### src/game_pkg.sv
package game_pkg;

    // Player panel widths
    localparam int LED_W = 16;                  // LEDs and switches
    localparam int KEY_W = 4;                   // Raw keypad code

    // Round counter for rounds 1 up to the top-level MAX_ROUND
    localparam int ROUND_W = 3;

    // Sequence generator LFSR
    localparam logic [31:0] LFSR_SEED = 32'hABCD_EF01;
    localparam logic [31:0] LFSR_TAPS = 32'h8020_0003; // Bits 31, 21, 1, 0

    // Controller states
    typedef enum logic [1:0] {
        state_init,                             // Build or extend the sequence
        state_show,                             // Play the sequence back
        state_input,                            // Player repeats it
        state_over                              // Flash until reset
    } game_state_t;

    // What the player has to do for one step
    typedef enum logic {
        step_led,                               // Toggle the lit switch
        step_key                                // Press the shown key
    } step_kind_t;

    // One sequence entry. Only the field matching kind is nonzero
    typedef struct packed {
        step_kind_t       kind;
        logic [LED_W-1:0] led;                  // One-hot LED pattern
        logic [KEY_W-1:0] key;                  // Keypad code
    } step_t;

endpackage

### src/panel_pkg.sv
package panel_pkg;

    import game_pkg::*;

    // Sampled panel levels with one sample per clock
    typedef struct packed {
        logic [LED_W-1:0] switches;
        logic             key_valid;            // High while a key is held
        logic [KEY_W-1:0] key_code;
    } panel_in_t;

    // Everything the board shows to the player
    typedef struct packed {
        logic [LED_W-1:0]   leds;
        logic               key_show;           // Key code below is valid
        logic [KEY_W-1:0]   key_code;           // Raw code without segment encoding
        logic [ROUND_W-1:0] round;
        logic [ROUND_W-1:0] highest_round;
        game_state_t        state;
        logic               game_over;
    } panel_out_t;

endpackage

### src/game_fsm.sv
`timescale 1ns/1ps

module game_fsm
    import game_pkg::*;
    import panel_pkg::*;
#(
    parameter int  MAX_STEPS = 5,
    parameter int  MAX_ROUND = 7,
    localparam int LEN_W     = $clog2(MAX_STEPS + 1)
) (
    input  logic               clk,
    input  logic               reset,
    input  logic               tick,
    input  logic               gen_busy,
    input  logic [LEN_W-1:0]   seq_len,
    input  step_t              rd_step,
    input  logic               step_ok,
    input  logic               step_bad,
    output logic               gen_start,
    output logic               tick_enable,
    output logic [LEN_W-1:0]   rd_index,
    output logic               check_arm,
    output logic               capture,
    output logic               in_show,
    output logic [ROUND_W-1:0] round,
    output panel_out_t         display
);

    game_state_t        state;
    logic               gen_sent;               // Sequence job issued this round
    logic               lit;                    // Playback step currently shown
    logic               flash;
    logic               game_over;
    logic [ROUND_W-1:0] highest;
    logic [ROUND_W-1:0] round_next;
    logic               last_step;

    assign last_step  = (rd_index == seq_len - 1'b1);
    assign round_next = (round < ROUND_W'(MAX_ROUND)) ? round + 1'b1 : round;

    assign gen_start   = (state == state_init) && !gen_sent && !gen_busy;
    assign capture     = (state == state_init) && gen_sent && !gen_busy; // Sequence ready
    assign tick_enable = (state == state_show) || (state == state_over);
    assign check_arm   = (state == state_show) || (state == state_input);
    assign in_show     = (state == state_show);

    always_ff @(posedge clk or posedge reset) begin
        if (reset) begin
            state     <= state_init;
            gen_sent  <= 1'b0;
            lit       <= 1'b0;
            flash     <= 1'b0;
            game_over <= 1'b0;
            rd_index  <= '0;
            round     <= ROUND_W'(1);
            highest   <= ROUND_W'(1);
        end else begin
            case (state)
                state_init: begin
                    if (gen_start) gen_sent <= 1'b1;
                    if (capture) begin
                        state    <= state_show;
                        rd_index <= '0;
                        lit      <= 1'b0;
                    end
                end
                state_show: begin
                    if (step_bad) begin
                        state     <= state_over;
                        game_over <= 1'b1;
                        flash     <= 1'b1;
                    end else if (tick) begin
                        // Show on one tick, blank on the next
                        lit <= !lit;
                        if (lit && last_step) begin
                            state    <= state_input;
                            rd_index <= '0;
                        end else if (lit) begin
                            rd_index <= rd_index + 1'b1;
                        end
                    end
                end
                state_input: begin
                    if (step_bad) begin
                        state     <= state_over;
                        game_over <= 1'b1;
                        flash     <= 1'b1;
                    end else if (step_ok && last_step) begin
                        state    <= state_init;
                        gen_sent <= 1'b0;
                        rd_index <= '0;
                        round    <= round_next; // Saturates at the last round
                        if (round_next > highest) highest <= round_next;
                    end else if (step_ok) begin
                        rd_index <= rd_index + 1'b1;
                    end
                end
                state_over: begin
                    if (tick) flash <= !flash;
                end
                default: state <= state_init;
            endcase
        end
    end

    always_comb begin
        display               = '0;
        display.round         = round;
        display.highest_round = highest;
        display.state         = state;
        display.game_over     = game_over;
        if (state == state_over) begin
            display.leds = {LED_W{flash}};
        end else if (state == state_show && lit) begin
            if (rd_step.kind == step_led) begin
                display.leds = rd_step.led;
            end else begin
                display.key_show = 1'b1;
                display.key_code = rd_step.key;
            end
        end
    end

    a_index_range: assert property (@(posedge clk) disable iff (reset) rd_index <= seq_len)
        else $error("game_fsm: rd_index beyond the sequence length");

endmodule

### src/input_checker.sv
`timescale 1ns/1ps

module input_checker
    import game_pkg::*;
    import panel_pkg::*;
(
    input  logic      clk,
    input  logic      reset,
    input  panel_in_t panel,
    input  logic      check_arm,
    input  logic      capture,
    input  logic      in_show,
    input  step_t     expect_step,
    output logic      step_ok,
    output logic      step_bad
);

    logic [LED_W-1:0] ref_sw;                   // Switch state the player returns to
    logic [LED_W-1:0] sw_prev;
    logic             key_prev;
    logic             judged;                   // Good answer seen and waiting for release
    logic [LED_W-1:0] toggles;
    logic             sw_change;
    logic             key_rise;
    logic             key_fall;
    logic             ok_next;
    logic             bad_next;
    logic             judged_next;

    assign toggles   = panel.switches ^ ref_sw;
    assign sw_change = (panel.switches != sw_prev);
    assign key_rise  = panel.key_valid && !key_prev;
    assign key_fall  = !panel.key_valid && key_prev;

    always_comb begin
        ok_next     = 1'b0;
        bad_next    = 1'b0;
        judged_next = judged;
        if (!check_arm) begin
            judged_next = 1'b0;
        end else if (in_show) begin
            bad_next = sw_change || key_rise;   // Hands off during playback
        end else if (expect_step.kind == step_led) begin
            if (key_rise) begin
                bad_next = 1'b1;
            end else if (sw_change) begin
                if (!judged && toggles == expect_step.led) begin
                    judged_next = 1'b1;
                end else if (judged && toggles == '0) begin
                    ok_next     = 1'b1;         // Switch put back
                    judged_next = 1'b0;
                end else begin
                    bad_next = 1'b1;
                end
            end
        end else begin
            if (sw_change) begin
                bad_next = 1'b1;
            end else if (!judged && key_rise) begin
                if (panel.key_code == expect_step.key) begin
                    judged_next = 1'b1;
                end else begin
                    bad_next = 1'b1;
                end
            end else if (judged && key_fall) begin
                ok_next     = 1'b1;
                judged_next = 1'b0;
            end
        end
    end

    always_ff @(posedge clk or posedge reset) begin
        if (reset) begin
            ref_sw   <= '0;
            sw_prev  <= '0;
            key_prev <= 1'b0;
            judged   <= 1'b0;
            step_ok  <= 1'b0;
            step_bad <= 1'b0;
        end else begin
            sw_prev  <= panel.switches;
            key_prev <= panel.key_valid;
            judged   <= judged_next;
            step_ok  <= ok_next;
            step_bad <= bad_next;
            if (capture) ref_sw <= panel.switches; // Snapshot before playback
        end
    end

    a_ok_bad_excl: assert property (@(posedge clk) disable iff (reset) !(step_ok && step_bad))
        else $error("input_checker: step_ok and step_bad together");

endmodule

### src/sequence_gen.sv
`timescale 1ns/1ps

module sequence_gen
    import game_pkg::*;
#(
    parameter int  MAX_STEPS = 5,
    localparam int LEN_W     = $clog2(MAX_STEPS + 1)
) (
    input  logic               clk,
    input  logic               reset,
    input  logic [ROUND_W-1:0] round,
    input  logic               gen_start,
    output logic               gen_busy,
    output logic [LEN_W-1:0]   seq_len,
    input  logic [LEN_W-1:0]   rd_index,
    output step_t              rd_step
);

    logic [31:0]      lfsr;
    step_t            mem [MAX_STEPS];
    logic             regen;                    // Current job rebuilds everything
    logic             regen_now;
    logic [LEN_W-1:0] wr_idx;
    logic [LEN_W-1:0] tgt_len;                  // Length once the job is done
    logic [LEN_W-1:0] new_len;
    logic             wr_en;

    // Build one step from the current random word
    function automatic step_t make_step(input logic [31:0] rnd,
                                        input logic [LEN_W-1:0] idx,
                                        input logic early);
        step_t s;
        s.kind = early ? step_kind_t'(rnd[31]) : step_kind_t'(idx[0]);
        s.led  = '0;
        s.key  = '0;
        if (s.kind == step_led) begin
            s.led = LED_W'(1) << rnd[3:0];
        end else begin
            s.key = rnd[KEY_W-1:0];
        end
        return s;
    endfunction

    assign regen_now = ((round % 3) == 0);
    assign new_len   = (round >= MAX_STEPS) ? LEN_W'(MAX_STEPS) : LEN_W'(round);
    assign wr_en     = gen_busy && (regen || (wr_idx < tgt_len));

    // Free running Fibonacci shift
    always_ff @(posedge clk or posedge reset) begin
        if (reset) begin
            lfsr <= LFSR_SEED;
        end else begin
            lfsr <= {lfsr[30:0], ^(lfsr & LFSR_TAPS)};
        end
    end

    always_ff @(posedge clk or posedge reset) begin
        if (reset) begin
            gen_busy <= 1'b0;
            regen    <= 1'b0;
            wr_idx   <= '0;
            tgt_len  <= '0;
            seq_len  <= '0;
        end else if (gen_busy) begin
            // Extend takes one cycle and regenerate walks all entries
            if (!regen || wr_idx == LEN_W'(MAX_STEPS - 1)) begin
                gen_busy <= 1'b0;
                seq_len  <= tgt_len;
            end
            wr_idx <= wr_idx + 1'b1;
        end else if (gen_start) begin
            gen_busy <= 1'b1;
            regen    <= regen_now;
            wr_idx   <= regen_now ? '0 : seq_len; // Append after the kept steps
            tgt_len  <= new_len;
        end
    end

    always_ff @(posedge clk) begin
        if (wr_en) begin
            mem[wr_idx] <= make_step(lfsr, wr_idx, round <= 3);
        end
    end

    assign rd_step = (rd_index < LEN_W'(MAX_STEPS)) ? mem[rd_index] : '0;

    a_led_onehot: assert property (@(posedge clk) disable iff (reset)
        (!gen_busy && rd_index < seq_len && rd_step.kind == step_led)
            |-> $onehot(rd_step.led))
        else $error("sequence_gen: stored LED step is not one-hot");

endmodule

### src/simon_top.sv
`timescale 1ns/1ps

module simon_top
    import game_pkg::*;
    import panel_pkg::*;
#(
    parameter int TICK_CYCLES = 50_000_000,
    parameter int MAX_STEPS   = 5,
    parameter int MAX_ROUND   = 7
) (
    input  logic       clk,
    input  logic       reset,
    input  panel_in_t  panel,
    output panel_out_t display
);

    localparam int LEN_W = $clog2(MAX_STEPS + 1);

    logic               tick;
    logic               tick_enable;
    logic [ROUND_W-1:0] round;
    logic               gen_start;
    logic               gen_busy;
    logic [LEN_W-1:0]   seq_len;
    logic [LEN_W-1:0]   rd_index;
    step_t              rd_step;                // Also the expected step
    logic               check_arm;
    logic               capture;
    logic               in_show;
    logic               step_ok;
    logic               step_bad;

    step_timer #(.TICK_CYCLES(TICK_CYCLES)) u_timer (
        .clk, .reset, .tick_enable, .round, .tick
    );

    sequence_gen #(.MAX_STEPS(MAX_STEPS)) u_seq (
        .clk, .reset, .round, .gen_start, .gen_busy, .seq_len, .rd_index, .rd_step
    );

    input_checker u_check (
        .clk, .reset, .panel, .check_arm, .capture, .in_show,
        .expect_step(rd_step), .step_ok, .step_bad
    );

    game_fsm #(.MAX_STEPS(MAX_STEPS), .MAX_ROUND(MAX_ROUND)) u_fsm (
        .clk, .reset, .tick, .gen_busy, .seq_len, .rd_step, .step_ok, .step_bad,
        .gen_start, .tick_enable, .rd_index, .check_arm, .capture, .in_show,
        .round, .display
    );

endmodule

### src/step_timer.sv
`timescale 1ns/1ps

module step_timer
    import game_pkg::*;
#(
    parameter int TICK_CYCLES = 50_000_000
) (
    input  logic               clk,
    input  logic               reset,
    input  logic               tick_enable,
    input  logic [ROUND_W-1:0] round,
    output logic               tick
);

    // Periods per round group never drop below two cycles
    localparam int PER_1 = (TICK_CYCLES > 2) ? TICK_CYCLES : 2;
    localparam int PER_2 = (TICK_CYCLES / 2 > 2) ? TICK_CYCLES / 2 : 2;
    localparam int PER_4 = (TICK_CYCLES / 4 > 2) ? TICK_CYCLES / 4 : 2;
    localparam int PER_8 = (TICK_CYCLES / 8 > 2) ? TICK_CYCLES / 8 : 2;
    localparam int CNT_W = $clog2(PER_1);

    logic [CNT_W-1:0] cnt;
    logic [CNT_W-1:0] limit;                    // Last count of the period

    always_comb begin
        case (round)
            3'd3, 3'd4: limit = CNT_W'(PER_2 - 1);
            3'd5, 3'd6: limit = CNT_W'(PER_4 - 1);
            3'd7:       limit = CNT_W'(PER_8 - 1);
            default:    limit = CNT_W'(PER_1 - 1); // Rounds 1 and 2
        endcase
    end

    always_ff @(posedge clk or posedge reset) begin
        if (reset) begin
            cnt  <= '0;
            tick <= 1'b0;
        end else if (!tick_enable) begin
            cnt  <= '0;
            tick <= 1'b0;
        end else if (cnt >= limit) begin        // Also catches a faster round
            cnt  <= '0;
            tick <= 1'b1;
        end else begin
            cnt  <= cnt + 1'b1;
            tick <= 1'b0;
        end
    end

    a_tick_single: assert property (@(posedge clk) disable iff (reset) tick |=> !tick)
        else $error("step_timer: tick high on two cycles in a row");

endmodule

### config.mk
export PLATFORM = sky130hd
export DESIGN_NAME = simon_top
export DESIGN_NICKNAME = d
export VERILOG_FILES = /design/src/game_pkg.sv /design/src/panel_pkg.sv /design/src/game_fsm.sv /design/src/input_checker.sv /design/src/sequence_gen.sv /design/src/simon_top.sv /design/src/step_timer.sv
export SDC_FILE = /design/constraint.sdc
export NUM_CORES = 1
export LEC_CHECK = 0
export BUFFER_PORTS_ARGS = -buffer_cell sky130_fd_sc_hd__buf_2
export CORE_MARGIN = 1.5
export CORE_UTILIZATION = 50
export CTS_BUF_LIST = sky130_fd_sc_hd__clkbuf_2 sky130_fd_sc_hd__clkbuf_4 sky130_fd_sc_hd__clkbuf_8
export DETAILED_ROUTE_END_ITERATION = 6
export GPL_ROUTABILITY_DRIVEN = 0
export PLACE_DENSITY_LB_ADDON = 0.05
export SYNTH_ARGS = -nofsm -noshare
export SYNTH_HDL_FRONTEND = slang
export SYNTH_SLANG_ARGS = --single-unit
### constraint.sdc
create_clock -name clk -period 12.6 [get_ports clk]
set_input_delay 2.52 -clock clk [delete_from_list [all_inputs] [get_ports clk]]
set_output_delay 2.52 -clock clk [all_outputs]
set_load 0.01 [all_outputs]
==> results.sh, run 1 <==
export IMPL_cts_tree="built"
export IMPL_end_kind="output pin"
export IMPL_remaining_drc_errors=0
export IMPL_cpPeakStageDelay_ns=0.53
export IMPL_fin_crit_ns=5.68
export IMPL_dieWidth_um=148
export IMPL_drv_slew=0
export IMPL_crit_type="reg -> out"
export IMPL_cp_arrival_ns=3.16
export IMPL_worst_slew_pin_slew_ns=0.880
export IMPL_dpl_cell_area_um2=11000
export IMPL_fill_cells=1709
export IMPL_critPathBufInv=1
export IMPL_ctsResizeCount=0
export IMPL_die_area_um2=21900
export IMPL_cts_path_max_buffers=3
export IMPL_rows=52
export IMPL_yosys_top_cells_area="edfxtp_1 30%, dfrtp_1 24%, dfstp_2 5.0%, ha_1 4.8%, xor2_1 3.7%"
export IMPL_start_util=0.514
export IMPL_routed_via_density=5.59
export IMPL_synth_seq_cells=226
export IMPL_crit_fanout=16
export IMPL_antenna_left=0
export IMPL_slew_headroom=0.413
export IMPL_grt_first_pass_wirelength_um=36700
export IMPL_gr_total_overflow=0
export IMPL_cts_buffers=38
export IMPL_htreeDepth=2
export IMPL_wl_per_cell_um=18.6
export IMPL_die_y_um=148
export IMPL_grt_max_degree=71
export IMPL_fmax_ghz=0.176
export IMPL_nets=983
export IMPL_final_util=0.581
export IMPL_pre_cts_slack_ns=7.47
export IMPL_crit_required_ns=10.08
export IMPL_coreArea_um2=20400
export IMPL_status="complete, no violations"
export IMPL_ys_flop_type="edfxtp_1"
export IMPL_post_cts_buffers=0
export IMPL_avgSynthCellArea_um2=12.4
export IMPL_dpl_hpwl_um=15300
export IMPL_hold_buffers=0
export IMPL_syn_nets=908
export IMPL_synth_top_area_frac=0.300
export IMPL_synthToLayoutAreaGrowth_pct=13.0
export IMPL_peakVddDrop_mv=0.0749
export IMPL_cpLargestDelayFamily="compound AO/OA/AOI/OAI gates"
export IMPL_antenna_found_initial=0
export IMPL_n_antenna_cell=0
export IMPL_synth_area_um2=10500
export IMPL_portBuffers=52
export IMPL_ys_types=68
export IMPL_fin_ws_ns=6.92
export IMPL_startpoint_type="flop"
export IMPL_io_pins=53
export IMPL_timing_final_crit_share=0.451
export IMPL_clock_skew_final_ns=0.0201
export IMPL_synth_common_cells="105 x edfxtp_1, 101 x dfrtp_1, 68 x nor2_1"
export IMPL_fin_setup_tns_ns=0
export IMPL_p_leak_uw=0.00455
export IMPL_grt_total_usage=0.216
export IMPL_fin_area_um2=11900
export IMPL_hold_class="reg -> reg"
export IMPL_hold_viol_final=0
export IMPL_async_flop_share=0.535
export IMPL_synth_edff_count=105
export IMPL_syn_instance_count=845
export IMPL_rsz0062_at_grt="no"
export IMPL_drt_iter0_drc=373
export IMPL_routed_wl_um=22700
export IMPL_numClockSinks=226
export IMPL_maxCapViolCount=0
export IMPL_powerDensity_nw_per_um2=170
export IMPL_grt_pass1_vias=6925
export IMPL_path_clk_slew_ns=0.06
export IMPL_drive_gt1_frac=0.214
export IMPL_insertion_delay_ns=0.53
export IMPL_path_cells="mux4_2 > a21oi_1 > nand2_1 > o21ai_0 > buf_2"
export IMPL_yosysTopAreaCell="edfxtp_1"
export IMPL_clock_root_buffer="clkbuf_8"
export IMPL_yosysWarnings=0
export IMPL_setup_violations=0
export IMPL_dr_pass1_iters=5
export IMPL_vias=6818
export IMPL_critPathSlowestCell="mux4_2"
export IMPL_yosysMostFrequentCell="edfxtp_1"
export IMPL_synth_seq_area_share=0.591
==> registers in the layout (all words and copies together), names as in the netlist, 2 cells and up <==
register and cells:
u_seq.mem 105, u_timer.cnt 26, u_seq.tgt_len 3, u_fsm.state 2
u_seq.lfsr 32, u_check.sw_prev 16, u_check.ref_sw 16, u_seq.seq_len 3
u_fsm.highest 3, u_seq.wr_idx 3, u_fsm.round 3, u_fsm.rd_index 3
==> layout make-up <==
type / count / area, um^2 / area share
Clock inverter: 6 / 63.8 / 0.00538
Inverter: 36 / 138 / 0.0116
Clock buffer: 63 / 767 / 0.0646
Timing Repair Buffer: 61 / 328 / 0.0276
Sequential cell: 226 / 6210 / 0.523
Multi-Input combinational cell: 557 / 4030 / 0.339
Tap cell: 270 / 338 / 0.0285
==> report_power, final <==
group	switching [uW]	internal (uW)
Clock	289	406
Combinational	285	183
Sequential	38.6	812
Total	612	1400
==> layer usage <==
metal	track usage	wire, um
met2	0.327	10200
met5	0	0
met4	0.0698	437
met3	0.0373	1120
met1	0.318	11000
==> logic make-up after synthesis <==
group | share of synthesized area
AO/OA/AOI/OAI | 0.0872
XOR/XNOR | 0.0659
adder cells (fa/ha/maj) | 0.0516
buffers and inverters | 0.0276
flip-flops | 0.591
multiplexers | 0.0643
AND/OR/NAND/NOR | 0.112
==> worst paths after layout <==
path                            slack (ns)  depth (start not counted)               from                 to
max in group asynchronous             9.17                          3              reset  u_fsm.rd_index[0]
worst min-delay path                  0.34                          0      u_seq.lfsr[9]     u_seq.lfsr[10]
worst max-delay path                  6.92                          5  u_fsm.rd_index[0]        display[15]
worst max register to register        8.21                         15     u_fsm.round[0]    u_timer.cnt[24]
min in group asynchronous             2.07                          2              reset      u_seq.lfsr[2]
worst min register to register        0.34                          0      u_seq.lfsr[9]     u_seq.lfsr[10]
==> through the flow <==
stage	std cells	hold slack (ns)	power (uW)
final	1219	0.341	2010
after detailed placement	1150	0.338	1330
after floorplan	845	0.331	1200
after CTS	1219	0.351	2030
after global placement	1150	0.336	1320
after global routing	1219	0.357	2120
==> cells in the final DEF, fill, tap and decap left out, types with 13 or more instances in the layout <==
master,instances
edfxtp_1,105
dfrtp_1,100
nor2_1,66
buf_2,52
o21ai_0,47
clkbuf_8,47
nand2_1,45
xor2_1,44
ha_1,40
xnor2_1,35
inv_1,33
a21oi_1,32
mux2i_1,27
mux2_2,26
nand3_1,21
dfstp_2,20
and2_1,18
clkbuf_4,16
nor3_1,14
and3_1,13
Note: power is estimated with default switching activity, not from simulation.
==> run 2, diff against run 1 <==
--- a/config.mk
+++ b/config.mk
@@ -5,6 +5,7 @@
 export SDC_FILE = /design/constraint.sdc
 export NUM_CORES = 1
 export LEC_CHECK = 0
+export ABC_AREA = 1
 export BUFFER_PORTS_ARGS = -buffer_cell sky130_fd_sc_hd__buf_2
 export CORE_MARGIN = 1.5
 export CORE_UTILIZATION = 50
==> constraint.sdc (replaced) <==
create_clock -name clk -period 5.51 [get_ports clk]
set_input_delay 1.102 -clock clk [delete_from_list [all_inputs] [get_ports clk]]
set_output_delay 1.102 -clock clk [all_outputs]
set_load 0.01 [all_outputs]
==> run 2 against run 1 <==
Wire length is 11% higher. Worst hold slack improved by 0.0070 ns. Via count is 21% higher. Largest power group unchanged. Power rose to 2.9 times the previous value. Combinational power increased to 4.0 times the previous value. Clock skew increased by 0.0047 ns. Count of clock-buffer cells in the layout down 8. Global-route usage grew 0.78 points. Critical path type unchanged. Final area up 6.4%. The flow now finishes with violations (DRC). Critical endpoint unchanged. Area after synthesis is 7.3% higher. Synthesized cell count grew 42%. Largest cell class unchanged. Non-clock buffer count rose by 2.
==> results.sh, run 2 <==
export IMPL_coreArea_um2=22000
export IMPL_fin_setup_tns_ns=0
export IMPL_rows=54
export IMPL_synth_compound_area_share=0.0617
export IMPL_setup_violations=0
export IMPL_p_leak_uw=0.00565
export IMPL_fmax_ghz=0.223
export IMPL_reg2reg_from="u_fsm.round[0]"
export IMPL_largestRegisters="u_seq.mem: 105 flops, u_seq.lfsr: 32 flops, u_timer.cnt: 26 flops"
export IMPL_drv_slew=0
export IMPL_intPower_uw=3620
export IMPL_die_area_um2=23400
export IMPL_dieWidth_um=153
export IMPL_n_antenna_cell=0
export IMPL_antenna_found_initial=0
export IMPL_drive_gt1_frac=0.168
export IMPL_path_clk_slew_ns=0.06
export IMPL_final_util=0.575
export IMPL_cpPeakStageDelay_ns=0.81
export IMPL_largest_reg_flops=105
export IMPL_yosys_top_cells_area="edfxtp_1 28%, dfrtp_1 22%, nand2_1 9.9%, dfstp_2 4.7%, nor2_1 4.5%"
export IMPL_crit_fanout=24
export IMPL_violations="DRC"
export IMPL_worst_slew_pin_slew_ns=0.832
export IMPL_vias=8216
export IMPL_status="finished with violations"
export IMPL_wl_per_cell_um=15.8
export IMPL_hold_buffers=0
export IMPL_fin_hold_ws_ns=0.348
export IMPL_async_flop_share=0.535
export IMPL_cts_tree="built"
export IMPL_synthXorXnorAreaFrac=0.0342
export IMPL_dr_pass1_iters=7
export IMPL_dpl_hpwl_um=17400
export IMPL_share_comb_of_total_power=0.320
export IMPL_syn_nets=1263
export IMPL_synth_seq_cells=226
export IMPL_synth_fa_ha_area_frac=0.0444
export IMPL_nets=1337
export IMPL_synth_common_cells="296 x nand2_1, 135 x nor2_1, 110 x inv_1"
export IMPL_grt_pass1_vias=8014
export IMPL_synth_simple_gate_area_frac=0.251
export IMPL_routed_via_density=5.18
export IMPL_pwr_share_seq=0.404
export IMPL_routed_wl_um=25100
export IMPL_cp_arrival_ns=3.38
export IMPL_grt_max_degree=68
export IMPL_remaining_drc_errors=4
export IMPL_cpMostUsedCell="nor2_4"
export IMPL_io_pins=53
export IMPL_critPathBufInv=2
export IMPL_fill_cells=1961
export IMPL_crit_type="reg -> out"
export IMPL_crit_start="u_fsm.rd_index[0]"
export IMPL_synth_top_family_by_area="simple AND/OR/NAND/NOR gates"
export IMPL_final_common_cell="nand2_1"
export IMPL_hold_class="reg -> reg"
export IMPL_synth_top_area_frac=0.280
export IMPL_numClockSinks=226
export IMPL_grt_total_usage=0.224
export IMPL_ctsResizeCount=0
export IMPL_startpoint_type="flop"
export IMPL_clock_root_buffer="clkbuf_8"
export IMPL_ys_flop_type="edfxtp_1"
export IMPL_antenna_left=0
export IMPL_cp_depth=8
export IMPL_grt_first_pass_wirelength_um=41600
export IMPL_portBuffers=52
export IMPL_cts_path_max_buffers=3
export IMPL_p_clk_frac=0.276
export IMPL_yosysMostFrequentCell="nand2_1"
export IMPL_maxCapViolCount=0
export IMPL_final_cell_mix="296 x nand2_1, 135 x nor2_1, 109 x inv_1"
export IMPL_crit_end="display[15]"
export IMPL_avgSynthCellArea_um2=9.39
export IMPL_synth_seq_area_share=0.551
export IMPL_fin_crit_ns=4.48
export IMPL_synth_area_um2=11300
export IMPL_hold_viol_final=0
export IMPL_r2r_slack_ns=2.14
export IMPL_syn_instance_count=1200
export IMPL_p_sw_frac=0.372
export IMPL_regMostFlops="u_seq.mem"
export IMPL_p_sw_uw=2140
export IMPL_htreeDepth=2
export IMPL_gr_total_overflow=0
export IMPL_yosysTopAreaCell="edfxtp_1"
export IMPL_yosysWarnings=0
export IMPL_drt_iter0_drc=384
export IMPL_critPathSlowestCell="dfrtp_1"
export IMPL_cpLargestDelayFamily="simple AND/OR/NAND/NOR gates"
export IMPL_cts_buffers=41
export IMPL_clock_skew_final_ns=0.0248
export IMPL_synth_area_mux_share=0.000999
export IMPL_reg2reg_to="u_timer.cnt[24]"
export IMPL_insertion_delay_ns=0.54
export IMPL_timing_final_crit_share=0.813
export IMPL_die_y_um=153
export IMPL_synth_edff_count=105
export IMPL_start_util=0.513
export IMPL_ys_types=52
export IMPL_rsz0062_at_grt="no"
export IMPL_slew_headroom=0.445
export IMPL_end_kind="output pin"
export IMPL_peakVddDrop_mv=0.284
export IMPL_post_cts_buffers=0
export IMPL_synthToLayoutAreaGrowth_pct=12.1
export IMPL_path_cells="buf_4 > nor2_4 > nor2_4 > nor2_1 > nand2_2 > nand2_1 > o21ai_0 > buf_2"
export IMPL_crit_required_ns=4.41
export IMPL_rr_worst_depth=17
export IMPL_powerDensity_nw_per_um2=456
run 2: cell count changes in the layout (fill, tap and decap cells not counted), sizes merged, moves of 18 or more:
cell	delta
nand2	+259
inv	+82
nor2	+81
nand3	+71
xor2	-31
mux2i	-27
mux2	-25
o21ai	+23
and2	-18
run 2: worst min path at each step:
stage | start | end | slack [ns] | cells after the start
after floorplan | u_seq.lfsr[20] | u_seq.lfsr[21] | 0.33 | 0
after global placement | u_seq.lfsr[30] | u_seq.lfsr[31] | 0.34 | 0
after detailed placement | u_seq.lfsr[17] | u_seq.lfsr[18] | 0.34 | 0
after CTS | u_seq.lfsr[6] | u_seq.lfsr[7] | 0.35 | 0
after global routing | u_seq.lfsr[13] | u_seq.lfsr[14] | 0.36 | 0
final | u_seq.lfsr[15] | u_seq.lfsr[16] | 0.35 | 0
run 2: final cells by class:
| class | count | area, um^2 | area share |
|---|---|---|---|
| Clock buffer | 55 | 682 | 0.0540 |
| Inverter | 118 | 448 | 0.0355 |
| Multi-Input combinational cell | 824 | 4450 | 0.352 |
| Tap cell | 280 | 350 | 0.0277 |
| Clock inverter | 20 | 150 | 0.0119 |
| Timing Repair Buffer | 63 | 343 | 0.0272 |
| Sequential cell | 226 | 6210 | 0.491 |
run 2: per-stage QoR:
stage          setup slack (ns)  area, um^2  instances  total power [uW]
5_1_grt                   0.746       12600       1586              6160
6_report                   1.03       12600       1586              5760
2_1_floorplan              1.23       11300       1200              3630
4_1_cts                    1.00       12600       1586              5810
3_5_place_dp               1.56       11800       1511              4200
3_3_place_gp               1.62       11800       1511              4190
run 2: cell families after synthesis:
logic type      Yosys count
fa+ha+maj                40
compound gates          122
buf+inv                 150
mux                       1
xor+xnor                 44
simple gates            617
flops                   226
run 2: worst reg2reg max path, stage by stage, from the launching register on:
cell and delay, ns:
dfstp_2 0.61, inv_1 0.15, ha_1 0.26, nand2_1 0.09
nand2_2 0.08, nor2_1 0.15, inv_1 0.10, nor2_1 0.22
inv_1 0.13, ha_1 0.31, nand2_1 0.08, inv_1 0.07
nand4_2 0.11, nor2_1 0.06, and3_1 0.15, nand2_2 0.10
nand3_4 0.34, nor3b_1 0.30
run 2: power groups by stage:
stage | combinational, uW | sequential [uW] | clock, uW
detailed placement | 1850 | 2350 | 0
global placement | 1840 | 2350 | 0
CTS | 1860 | 2320 | 1630
floorplan | 1350 | 2280 | 0
finish | 1850 | 2320 | 1590
global route | 2100 | 2370 | 1700
run 2: metal layers:
| metal | GRT usage | part of all wire | vias to the layer above |
|---|---|---|---|
| met3 | 0.0343 | 0.042 | 45 |
| met4 | 0.0728 | 0.026 | 0 |
| met2 | 0.363 | 0.46 | 157 |
| li1 | - | - | 4130 |
| met1 | 0.310 | 0.47 | 3884 |
| met5 | 0 | 0 | - |
